$ cat src/cart_settings.svh
`ifndef CART_SETTINGS_SVH
`define CART_SETTINGS_SVH

// ~~~~~~~~~~~~~~~~~~~~~~~~~~~~~~~~~~~~~~~~~~~~~~~~~
// cartridge type, low nibble of map_ctrl
// ~~~~~~~~~~~~~~~~~~~~~~~~~~~~~~~~~~~~~~~~~~~~~~~~~
`define CART_MAP_LOROM        4'h0
`define CART_MAP_HIROM        4'h1
`define CART_MAP_FLASH        4'h3

// flash write enable register
`define CART_FLASH_WEN_ADDR   16'h5000
`define CART_FLASH_WEN_BANKS  4'h0     // bank bits 23:20, banks 00-0f

// ~~~~~~~~~~~~~~~~~~~~~~~~~~~~~~~~~~~~~~~~~~~~~~~~~
// audio track registers
// ~~~~~~~~~~~~~~~~~~~~~~~~~~~~~~~~~~~~~~~~~~~~~~~~~
`define CART_MSU_BASE         16'h2000
`define CART_MSU_ID0          8'h53    // S
`define CART_MSU_ID1          8'h2D    // -
`define CART_MSU_ID2          8'h4D    // M
`define CART_MSU_ID3          8'h53    // S
`define CART_MSU_ID4          8'h55    // U
`define CART_MSU_ID5          8'h31    // 1
`define CART_MSU_REVISION     3'd1

`endif
$ cat src/cart_pkg.sv
package cart_pkg;

	typedef logic [23:0] cpu_addr_t;
	typedef logic [7:0]  cpu_data_t;
	typedef logic [23:0] rom_addr_t;
	typedef logic [15:0] rom_data_t;
	typedef logic [19:0] bsram_addr_t;
	typedef logic [7:0]  map_ctrl_t;
	typedef logic [15:0] track_t;

	// one cpu bus cycle
	typedef struct packed {
		cpu_addr_t ca;
		logic      rd_n;
		logic      wr_n;
		logic      romsel_n;
		logic      ramsel_n;
		cpu_data_t dout;      // write data from the cpu
	} cpu_bus_t;

	// pin request of one mapper
	typedef struct packed {
		rom_addr_t   rom_addr;
		cpu_data_t   rom_d;
		logic        rom_ce_n;
		logic        rom_oe_n;
		logic        rom_we_n;
		bsram_addr_t bsram_addr;
		cpu_data_t   bsram_d;
		logic        bsram_ce_n;
		logic        bsram_oe_n;
		logic        bsram_we_n;
	} cart_bus_t;

	typedef struct packed {
		logic track_mounting;
		logic track_missing;
		logic playing;
		logic repeat_en;
	} msu_status_t;

endpackage

$ cat src/cart_top.sv
`timescale 1ns/100ps

module cart_top (
	input  logic                  mclk,
	input  logic                  rst_n,
	input  logic                  sysclkf_ce,
	input  cart_pkg::cpu_bus_t    cpu,
	output cart_pkg::cpu_data_t   cpu_di,
	input  cart_pkg::map_ctrl_t   map_ctrl,
	input  cart_pkg::rom_addr_t   rom_mask,
	input  cart_pkg::bsram_addr_t bsram_mask,
	input  cart_pkg::rom_data_t   rom_q,
	input  cart_pkg::cpu_data_t   bsram_q,
	output cart_pkg::cart_bus_t   cart,
	output logic                  map_active,
	input  logic                  msu_enable,
	input  logic                  track_mounting,
	input  logic                  track_missing,
	input  logic                  audio_stop,
	output cart_pkg::track_t      track_num,
	output logic                  track_request,
	output cart_pkg::cpu_data_t   volume,
	output logic                  audio_playing,
	output logic                  audio_repeat
);
	import cart_pkg::*;

	cart_bus_t def_req;
	cart_bus_t flash_req;
	cpu_data_t def_dout;
	cpu_data_t flash_dout;
	cpu_data_t msu_dout;
	logic      msu_sel;

	// ~~~~~~~~~~~~~~~~~~~~~~~~~~~~~~~~~~~~~~~~~~~~~~~~~
	// mappers
	// ~~~~~~~~~~~~~~~~~~~~~~~~~~~~~~~~~~~~~~~~~~~~~~~~~
	lohi_rom_map lohi_map (
		.bus        (cpu),
		.rom_q      (rom_q),
		.bsram_q    (bsram_q),
		.map_ctrl   (map_ctrl),
		.rom_mask   (rom_mask),
		.bsram_mask (bsram_mask),
		.req        (def_req),
		.dout       (def_dout)
	);

	flash_rom_map flash_map (
		.mclk       (mclk),
		.rst_n      (rst_n),
		.sysclkf_ce (sysclkf_ce),
		.bus        (cpu),
		.rom_q      (rom_q),
		.map_ctrl   (map_ctrl),
		.rom_mask   (rom_mask),
		.req        (flash_req),
		.dout       (flash_dout),
		.map_active (map_active)
	);

	msu_regs msu (
		.mclk           (mclk),
		.rst_n          (rst_n),
		.sysclkf_ce     (sysclkf_ce),
		.bus            (cpu),
		.msu_enable     (msu_enable),
		.track_mounting (track_mounting),
		.track_missing  (track_missing),
		.audio_stop     (audio_stop),
		.msu_sel        (msu_sel),
		.dout           (msu_dout),
		.track_num      (track_num),
		.track_request  (track_request),
		.volume         (volume),
		.audio_playing  (audio_playing),
		.audio_repeat   (audio_repeat)
	);

	map_mux mux (
		.mclk       (mclk),
		.rst_n      (rst_n),
		.map_active (map_active),
		.def_req    (def_req),
		.flash_req  (flash_req),
		.def_dout   (def_dout),
		.flash_dout (flash_dout),
		.msu_sel    (msu_sel),
		.msu_dout   (msu_dout),
		.cart       (cart),
		.cpu_di     (cpu_di)
	);

endmodule

$ cat src/map_mux.sv
`timescale 1ns/100ps

module map_mux (
	input  logic                mclk,
	input  logic                rst_n,
	input  logic                map_active,
	input  cart_pkg::cart_bus_t def_req,
	input  cart_pkg::cart_bus_t flash_req,
	input  cart_pkg::cpu_data_t def_dout,
	input  cart_pkg::cpu_data_t flash_dout,
	input  logic                msu_sel,
	input  cart_pkg::cpu_data_t msu_dout,
	output cart_pkg::cart_bus_t cart,
	output cart_pkg::cpu_data_t cpu_di
);
	import cart_pkg::*;

	// all strobes released
	localparam cart_bus_t cart_idle = '{
		rom_ce_n:   1'b1,
		rom_oe_n:   1'b1,
		rom_we_n:   1'b1,
		bsram_ce_n: 1'b1,
		bsram_oe_n: 1'b1,
		bsram_we_n: 1'b1,
		default:    '0
	};

	cart_bus_t sel_req;
	cpu_data_t map_dout;

	assign sel_req  = map_active ? flash_req : def_req;
	assign map_dout = map_active ? flash_dout : def_dout;

	// ~~~~~~~~~~~~~~~~~~~~~~~~~~~~~~~~~~~~~~~~~~~~~~~~~
	// pin register
	// ~~~~~~~~~~~~~~~~~~~~~~~~~~~~~~~~~~~~~~~~~~~~~~~~~
	always_ff @(posedge mclk or negedge rst_n) begin
		if (!rst_n) begin
			cart <= cart_idle;
		end else begin
			cart <= sel_req;
		end
	end

	assign cpu_di = msu_sel ? msu_dout : map_dout;  // audio regs win

endmodule

$ cat src/msu_regs.sv
`timescale 1ns/100ps
`include "cart_settings.svh"

module msu_regs (
	input  logic                mclk,
	input  logic                rst_n,
	input  logic                sysclkf_ce,
	input  cart_pkg::cpu_bus_t  bus,
	input  logic                msu_enable,
	input  logic                track_mounting,
	input  logic                track_missing,
	input  logic                audio_stop,
	output logic                msu_sel,
	output cart_pkg::cpu_data_t dout,
	output cart_pkg::track_t    track_num,
	output logic                track_request,
	output cart_pkg::cpu_data_t volume,
	output logic                audio_playing,
	output logic                audio_repeat
);
	import cart_pkg::*;

	logic [15:0] reg_off;
	logic [2:0]  reg_idx;
	logic        in_window;
	logic        wr_stb;
	msu_status_t status;

	// ~~~~~~~~~~~~~~~~~~~~~~~~~~~~~~~~~~~~~~~~~~~~~~~~~
	// register window, banks 00-3f and 80-bf
	// ~~~~~~~~~~~~~~~~~~~~~~~~~~~~~~~~~~~~~~~~~~~~~~~~~
	assign reg_off   = bus.ca[15:0] - `CART_MSU_BASE;
	assign reg_idx   = reg_off[2:0];
	assign in_window = !bus.ca[22] && bus.ramsel_n && (reg_off[15:3] == 13'd0);
	assign msu_sel   = msu_enable && in_window && (reg_idx != 3'd1);  // 2001 unmapped
	assign wr_stb    = sysclkf_ce && !bus.wr_n && msu_sel;

	assign status = '{track_mounting, track_missing, audio_playing, audio_repeat};

	always_comb begin
		case (reg_idx)
			3'd0:    dout = {1'b0, status.track_mounting, status.repeat_en, status.playing,
				status.track_missing, `CART_MSU_REVISION};
			3'd2:    dout = `CART_MSU_ID0;
			3'd3:    dout = `CART_MSU_ID1;
			3'd4:    dout = `CART_MSU_ID2;
			3'd5:    dout = `CART_MSU_ID3;
			3'd6:    dout = `CART_MSU_ID4;
			3'd7:    dout = `CART_MSU_ID5;
			default: dout = 8'h00;
		endcase
	end

	// ~~~~~~~~~~~~~~~~~~~~~~~~~~~~~~~~~~~~~~~~~~~~~~~~~
	// write side
	// ~~~~~~~~~~~~~~~~~~~~~~~~~~~~~~~~~~~~~~~~~~~~~~~~~
	always_ff @(posedge mclk or negedge rst_n) begin
		if (!rst_n) begin
			track_num     <= '0;
			volume        <= '0;
			audio_playing <= 1'b0;
			audio_repeat  <= 1'b0;
			track_request <= 1'b0;
		end else begin
			track_request <= wr_stb && (reg_idx == 3'd5);  // single pulse per strobe
			if (wr_stb) begin
				case (reg_idx)
					3'd4:    track_num[7:0]  <= bus.dout;
					3'd5:    track_num[15:8] <= bus.dout;
					3'd6:    volume          <= bus.dout;
					3'd7: begin
						audio_playing <= bus.dout[0];
						audio_repeat  <= bus.dout[1];
					end
					default: ;
				endcase
			end
			if (audio_stop) begin
				audio_playing <= 1'b0;   // end of track from the player
			end
		end
	end

endmodule

$ cat src/flash_rom_map.sv
`timescale 1ns/100ps
`include "cart_settings.svh"

module flash_rom_map (
	input  logic                mclk,
	input  logic                rst_n,
	input  logic                sysclkf_ce,
	input  cart_pkg::cpu_bus_t  bus,
	input  cart_pkg::rom_data_t rom_q,
	input  cart_pkg::map_ctrl_t map_ctrl,
	input  cart_pkg::rom_addr_t rom_mask,
	output cart_pkg::cart_bus_t req,
	output cart_pkg::cpu_data_t dout,
	output logic                map_active
);
	import cart_pkg::*;

	logic      flash_wen;
	logic      wen_hit;
	logic      rom_sel;
	rom_addr_t rom_a;

	assign map_active = (map_ctrl[3:0] == `CART_MAP_FLASH);

	// ~~~~~~~~~~~~~~~~~~~~~~~~~~~~~~~~~~~~~~~~~~~~~~~~~
	// write enable register
	// ~~~~~~~~~~~~~~~~~~~~~~~~~~~~~~~~~~~~~~~~~~~~~~~~~
	assign wen_hit = (bus.ca[23:20] == `CART_FLASH_WEN_BANKS) &&
		(bus.ca[15:0] == `CART_FLASH_WEN_ADDR);

	always_ff @(posedge mclk or negedge rst_n) begin
		if (!rst_n) begin
			flash_wen <= 1'b0;
		end else if (sysclkf_ce && !bus.wr_n && wen_hit) begin
			flash_wen <= bus.dout[0];
		end
	end

	// ~~~~~~~~~~~~~~~~~~~~~~~~~~~~~~~~~~~~~~~~~~~~~~~~~
	// hirom layout, rom writable once enabled
	// ~~~~~~~~~~~~~~~~~~~~~~~~~~~~~~~~~~~~~~~~~~~~~~~~~
	assign rom_sel = !bus.romsel_n;
	assign rom_a   = {2'b00, bus.ca[21:0]} & rom_mask;

	always_comb begin
		req            = '0;
		req.rom_addr   = rom_a;
		req.rom_d      = bus.dout;
		req.rom_ce_n   = !rom_sel;
		req.rom_oe_n   = !(rom_sel && !bus.rd_n);
		req.rom_we_n   = !(rom_sel && !bus.wr_n && flash_wen);
		req.bsram_ce_n = 1'b1;   // no save ram on this cart
		req.bsram_oe_n = 1'b1;
		req.bsram_we_n = 1'b1;
	end

	assign dout = rom_a[0] ? rom_q[15:8] : rom_q[7:0];

endmodule

$ cat src/lohi_rom_map.sv
`timescale 1ns/100ps

module lohi_rom_map (
	input  cart_pkg::cpu_bus_t    bus,
	input  cart_pkg::rom_data_t   rom_q,
	input  cart_pkg::cpu_data_t   bsram_q,
	input  cart_pkg::map_ctrl_t   map_ctrl,
	input  cart_pkg::rom_addr_t   rom_mask,
	input  cart_pkg::bsram_addr_t bsram_mask,
	output cart_pkg::cart_bus_t   req,
	output cart_pkg::cpu_data_t   dout
);
	import cart_pkg::*;

	logic        hirom;
	logic        lo_ram_bank;
	logic        rom_sel;
	logic        ram_sel;
	rom_addr_t   rom_a;
	bsram_addr_t ram_a;
	cpu_data_t   rom_byte;

	assign hirom = map_ctrl[0];   // 0 lorom, 1 hirom

	// ~~~~~~~~~~~~~~~~~~~~~~~~~~~~~~~~~~~~~~~~~~~~~~~~~
	// region decode and address folding
	// ~~~~~~~~~~~~~~~~~~~~~~~~~~~~~~~~~~~~~~~~~~~~~~~~~
	assign lo_ram_bank = (bus.ca[23:16] >= 8'h70) && (bus.ca[23:16] <= 8'h7D);

	always_comb begin
		if (hirom) begin
			ram_sel = (bus.ca[22:21] == 2'b01) && (bus.ca[15:13] == 3'b011);  // 20-3f/a0-bf:6000-7fff
			rom_a   = {2'b00, bus.ca[21:0]};
			ram_a   = {2'b00, bus.ca[20:16], bus.ca[12:0]};
		end else begin
			ram_sel = lo_ram_bank && !bus.ca[15];
			rom_a   = {2'b00, bus.ca[22:16], bus.ca[14:0]};  // drop a15
			ram_a   = {1'b0, bus.ca[19:16], bus.ca[14:0]};
		end
		rom_sel = !bus.romsel_n && !ram_sel;   // bsram wins in overlap
	end

	// ~~~~~~~~~~~~~~~~~~~~~~~~~~~~~~~~~~~~~~~~~~~~~~~~~
	// pin request
	// ~~~~~~~~~~~~~~~~~~~~~~~~~~~~~~~~~~~~~~~~~~~~~~~~~
	always_comb begin
		req            = '0;
		req.rom_addr   = rom_a & rom_mask;
		req.rom_ce_n   = !rom_sel;
		req.rom_oe_n   = !(rom_sel && !bus.rd_n);
		req.rom_we_n   = 1'b1;   // rom is read only here
		req.bsram_addr = ram_a & bsram_mask;
		req.bsram_d    = bus.dout;
		req.bsram_ce_n = !ram_sel;
		req.bsram_oe_n = !(ram_sel && !bus.rd_n);
		req.bsram_we_n = !(ram_sel && !bus.wr_n);
	end

	// byte lane of the 16 bit rom word
	assign rom_byte = req.rom_addr[0] ? rom_q[15:8] : rom_q[7:0];

	assign dout = ram_sel ? bsram_q : rom_byte;

endmodule

$ cat config.mk
export PLATFORM = sky130hd
export DESIGN_NAME = cart_top
export DESIGN_NICKNAME = d
export VERILOG_FILES = /design/src/cart_pkg.sv /design/src/cart_top.sv /design/src/map_mux.sv /design/src/msu_regs.sv /design/src/flash_rom_map.sv /design/src/lohi_rom_map.sv
export VERILOG_INCLUDE_DIRS = /design/src
export SDC_FILE = /design/constraint.sdc
export NUM_CORES = 1
export LEC_CHECK = 0
export BUFFER_PORTS_ARGS = -buffer_cell sky130_fd_sc_hd__buf_2
export CAP_MARGIN = 20
export CORE_ASPECT_RATIO = 2
export CORE_UTILIZATION = 30
export CTS_CLUSTER_DIAMETER = 40
export DETAILED_ROUTE_END_ITERATION = 16
export PLACE_DENSITY_LB_ADDON = 0.25
export SYNTH_ARGS = -nofsm -noshare
export SYNTH_HDL_FRONTEND = slang
export SYNTH_SLANG_ARGS = --single-unit
export TNS_END_PERCENT = 20
$ cat constraint.sdc
create_clock -name mclk -period 2.6 [get_ports mclk]
set_input_delay 0.26 -clock mclk [delete_from_list [all_inputs] [get_ports mclk]]
set_output_delay 0.26 -clock mclk [all_outputs]
set_load 0.01 [all_outputs]
==> impl_metrics.py, run 1 <==
metrics = {
    "run_status": {
        "outcome": "complete, no violations",
    },
    "worst_setup_path": {
        "path_class": "input port to primary output",
        "cp.required_ns": 2.34,
        "cp.arrival_ns": 2.02,
        "path_max_fanout": 4,
        "cp-start-kind": "input port",
        "reg2reg_depth": 1,
        "crit_path_end_kind": "primary output",
        "r2r-end": "msu.audio_repeat",
        "rrSetupSlack_ns": 1.82,
        "r2r_start": "msu.audio_repeat",
    },
    "timing": {
        "finalClockSkew_ns": 0.0008595,
        "hold_violations": 0,
        "finalSetupViolations": 0,
        "whs_ns": 0.06799,
        "max_slew_margin": 0.6453,
        "fmax_mhz": 438.4,
        "final.setup.tns_ns": 0,
        "period_share": 0.8773,
        "grt_setup_unrepaired": "false",
        "min_period_ns": 2.281,
        "drv_slew": 0,
        "worst_pin_slew_ns": 0.5320,
    },
    "power": {
        "ir_worst_vdd_mv": 0.3738,
        "powerDensity_nw_per_um2": 584.5,
        "p_leak_nw": 2.990,
    },
    "cts": {
        "post_cts_resized": 0,
        "h-tree-depth": 3,
        "clockBufferDepth": 2,
        "hold_buffers": 1,
        "root_buffer": "clkbuf_16",
        "cts.sinks": 91,
        "tritoncts": "built",
        "cts_setup_buffers": 0,
        "cts.clk_slew.worst_paths_ns": 0.07,
        "cts_buffers": 9,
        "clk_latency_ns": 0.34,
    },
    "yosys": {
        "avgSynthCellArea_um2": 12.29,
        "synth_edf_count": 0,
        "netlist_area_um2": 3760,
        "ys_types": 47,
        "yosysSeqAreaShare": 0.6077,
        "synth_seq_cells": 91,
        "synthCells": 306,
        "synthArstFlopShare": 1.000,
        "synth_ff_type": "dfrtp_1",
        "ys_warn_count": 0,
    },
    "final_layout": {
        "area_growth_syn_to_layout_pct": 42.66,
        "postLayoutCellArea_um2": 5364,
        "antenna_cells": 0,
        "drive_gt1_frac": 0.5224,
        "fillerInstances": 1176,
        "final_cell_mix": "buf_2 (209), dfrtp_1 (85), and2_1 (31)",
        "final_common_cell": "buf_2",
        "final_cells": 683,
        "num-nets-final": 650,
    },
    "placement": {
        "portBuffers": 210,
        "placed_area_um2": 5050,
        "dp.cells": 666,
        "gp_congestion": 0.8606,
        "dp_hpwl_um": 9456,
    },
    "min_path": {
        "worstHoldStart": "audio_stop",
        "hold_path_end": "msu.audio_playing",
        "worstHoldPathType": "input port to flop",
        "whs_path_depth": 2,
    },
    "floorplan": {
        "die_x_um": 81.16,
        "start_util": 0.3083,
        "core_um2": 12200,
        "dieArea_um2": 13010,
        "io_pins": 221,
        "die_h_um": 160.3,
        "rows": 57,
    },
    "route": {
        "drtIter0Drc": 89,
        "wl_um": 11900,
        "routedWlPerCell_um": 17.42,
        "routed_via_density": 4.755,
        "drc": 0,
        "dr_total_vias": 3248,
        "antenna_left": 0,
        "dr.pass1.iters": 4,
    },
    "grt": {
        "grt-ovfl-total": 0,
        "grt_pass1_wl_um": 17870,
        "grt_use_total": 0.1892,
        "antenna_found_initial": 0,
        "grt_pass1_vias": 3433,
        "grt_max_degree": 92,
    },
    "flow_run": {
        "cap_violations": 0,
    },
}
## cell families after synthesis
family | after synthesis | synth area share
AND/OR/NAND/NOR | 136 | 0.2213
AO/OA/AOI/OAI | 25 | 0.04626
buffers and inverters | 18 | 0.02130
flip-flops | 91 | 0.6077
other | 1 | 0.0009974
multiplexers | 35 | 0.1025
## cells in the mapped netlist (2+ instances only)
cell type	n	area, µm²
clkbuf_1	6	22.52
or2_2	2	12.51
dfstp_2	6	157.7
nand2b_1	9	56.30
nor2b_1	4	25.02
and3_1	20	125.1
nor3_1	12	60.06
a21oi_1	3	15.01
dfrtp_1	85	2127
a221oi_1	2	17.52
mux2_2	28	315.3
o21ai_0	6	30.03
buf_4	3	22.52
nor2_1	8	30.03
and2_1	31	193.9
nand2_1	17	63.81
inv_1	7	26.28
nor3b_1	3	22.52
a21boi_0	6	45.04
mux2i_1	7	70.07
and4_1	2	17.52
nand3_1	11	55.05
nand4_1	4	25.02
## sequential cells by signal (all words and copies together) (netlist names)
register and cells:
flash_map.flash_wen 1, msu.audio_playing 1, msu.audio_repeat 1, msu.track_num 16, msu.track_request 1, msu.volume 8, mux.cart 63
## critical path, cell delays in order
cell and delay (ns):
buf_2 0.13, nor3b_1 0.36, nand4_1 0.23, a21oi_1 0.25, nor3_1 0.07, or4_1 0.56
buf_2 0.17
## cell type report
cell class	count	area (µm²)	area share
sequential	91	2285	0.4259
multi-input combinational	199	1403	0.2615
timing repair buffer	222	1159	0.2160
clock buffer	9	225.2	0.04199
tap	147	183.9	0.03429
clock inverter	7	78.83	0.01470
inverter	8	30.03	0.005598
## worst max path at each step
stage	slack (ns)	cells after the start	to	from
final	0.32	7	cpu_di[4]	cpu[26]
after detailed placement	0.33	7	cpu_di[4]	cpu[26]
after global routing	0.29	8	cpu_di[4]	map_ctrl[0]
after global placement	0.34	7	cpu_di[4]	cpu[26]
after floorplan	0.66	5	cpu_di[4]	rom_mask[0]
after CTS	0.34	7	cpu_di[4]	cpu[26]
## layer usage
metal,track usage,wire length [µm],vias up
met3,0.05455,762,23
met1,0.1830,3980,1578
li1,-,-,1513
met5,0,0,-
met2,0.3545,6808,134
met4,0.08117,345,0
## report_power, final
group	internal, W	switching (W)
logic	0.000163	0.000194
registers	0.00146	0.0000103
clock network	0.000684	0.000622
## metrics by stage
stage	power [W]	setup slack, ns	utilization
6_report	0.003135	0.3189	0.4398
5_1_grt	0.003286	0.2916	0.4398
4_1_cts	0.003191	0.3364	0.4398
3_5_place_dp	0.001862	0.3293	0.4141
3_3_place_gp	0.001855	0.3411	0.4141
2_1_floorplan	0.001640	0.6550	-
Note: power is estimated with default switching activity, not from simulation.
==> run 2, diff against run 1 <==
Settings changed: CELL_PAD_IN_SITES_DETAIL_PLACEMENT from default to 0, CELL_PAD_IN_SITES_GLOBAL_PLACEMENT from default to 1, RECOVER_POWER from default to 100.
==> impl_metrics.py, run 2 (synthesized netlist as in run 1, its figures left out) <==
metrics = {
    "run_status": {
        "outcome": "complete, no violations",
    },
    "worst_setup_path": {
        "cp-start-kind": "input port",
        "crit_path_end_kind": "flop",
        "path_class": "input port to flop",
        "cp.arrival_ns": 2.55,
        "rrSetupSlack_ns": 1.81,
        "cp-startpoint": "cpu[16]",
        "cp.required_ns": 2.81,
        "r2r_start": "msu.audio_repeat",
        "path_max_fanout": 9,
    },
    "route": {
        "dr_total_vias": 3177,
        "drtIter0Drc": 97,
        "antenna_left": 0,
        "routed_via_density": 4.645,
        "drc": 0,
        "wl_um": 11500,
        "dr.pass1.iters": 4,
        "routedWlPerCell_um": 16.81,
    },
    "floorplan": {
        "dieArea_um2": 13010,
        "rows": 57,
        "start_util": 0.3083,
        "die_h_um": 160.3,
        "io_pins": 221,
        "core_um2": 12200,
        "die_x_um": 81.16,
    },
    "grt": {
        "grt_pass1_vias": 3339,
        "grt_max_degree": 45,
        "grt_use_total": 0.1863,
        "grt-ovfl-total": 0,
        "antenna_found_initial": 1,
        "grt_pass1_wl_um": 17770,
    },
    "timing": {
        "finalClockSkew_ns": 0.00002059,
        "period_share": 0.8976,
        "hold_violations": 0,
        "final.setup.tns_ns": 0,
        "min_period_ns": 2.334,
        "fmax_mhz": 428.5,
        "max_slew_margin": 0.2949,
        "grt_setup_unrepaired": "false",
        "worst_pin_slew_ns": 1.058,
        "whs_ns": 0.07301,
        "finalSetupViolations": 0,
        "drv_slew": 0,
    },
    "cts": {
        "h-tree-depth": 3,
        "post_cts_resized": 0,
        "cts.sinks": 91,
        "cts_setup_buffers": 0,
        "cts_buffers": 9,
        "root_buffer": "clkbuf_16",
        "tritoncts": "built",
        "clk_latency_ns": 0.33,
        "cts.clk_slew.worst_paths_ns": 0.07,
        "clockBufferDepth": 2,
    },
    "final_layout": {
        "num-nets-final": 650,
        "area_growth_syn_to_layout_pct": 37.57,
        "top_register": "mux.cart",
        "drive_gt1_frac": 0.3004,
        "largest_register_ff_count": 63,
        "final_common_cell": "clkbuf_1",
        "final_cell_mix": "clkbuf_1 (114), buf_2 (100), dfrtp_1 (85)",
        "biggestRegsByFlops": "mux.cart (63), msu.track_num (16), msu.volume (8)",
    },
    "placement": {
        "gp_congestion": 0.8524,
        "dp_hpwl_um": 9087,
        "portBuffers": 210,
    },
    "power": {
        "p_leak_nw": 2.566,
        "powerDensity_nw_per_um2": 608.7,
        "ir_worst_vdd_mv": 0.4038,
    },
    "min_path": {
        "worstHoldStart": "audio_stop",
        "worstHoldPathType": "input port to flop",
    },
    "flow_run": {
        "cap_violations": 0,
    },
}
==> run 2: cell count changes in the layout (fill, tap and decap cells not counted), moves of 3 or more <==
cell	change
clkbuf_1	+114
buf_2	-109
buf_4	-8
and2_1	-10
clkbuf_2	+3
and2_0	+10
==> run 2: area by class of cell <==
type / count / area, µm²
fillers: 1242 / 7023
flip-flops and latches: 91 / 2285
multi-input cells: 199 / 1378
repair buffers: 222 / 983.4
clock buffers: 10 / 239.0
well taps: 147 / 183.9
clock inverters: 6 / 71.32
inverters: 8 / 30.03
diodes: 1 / 2.502
==> run 2: what timing repair did <==
item / in CTS / in global routing
hold endpoints to repair: 41 / 0
endpoints found under the setup margin: 0 / 0
hold buffers: 1 / 0
==> run 2: worst max-delay path, stage by stage <==
cell and delay (ns):
clkbuf_1 0.10, nor3_1 0.35, clkbuf_4 0.22, and4_1 0.25
nand3_1 0.18, nor2_1 0.75, mux2_2 0.42
==> run 2: worst paths after layout <==
kind                                endpoint  cells after the start
min                        msu.audio_playing                      2
max                        msu.track_num[14]                      7
min in group asynchronous       mux.cart[20]                      2
max in group asynchronous   msu.track_num[5]                      3
min reg2reg                     mux.cart[31]                      1
max reg2reg                 msu.audio_repeat                      1
==> run 2: stage by stage <==
stage	worst slack (ns)	instances	cell area (µm²)	power [W]	util
global placement	0.2962	666	5037	0.001852	0.4131
finish	0.2663	684	5172	0.003148	0.4241
CTS	0.2856	683	5358	0.003215	0.4393
global route	0.08746	684	5172	0.003306	0.4241
detailed placement	0.3028	666	5037	0.001859	0.4131
floorplan	0.6550	308	3767	0.001640	-
==> run 2: routing by layer <==
layer	GRT usage	wire length, µm	vias up
met3	0.02898	478	17
met2	0.3533	6601	131
met5	0	0	-
met4	0.06981	268	0
li1	-	-	1514
met1	0.1965	4151	1515
==> run 2: report_power, final <==
part | switching (W) | internal (W)
clock network | 0.000563 | 0.000780
registers | 0.0000123 | 0.00146
logic | 0.000190 | 0.000140
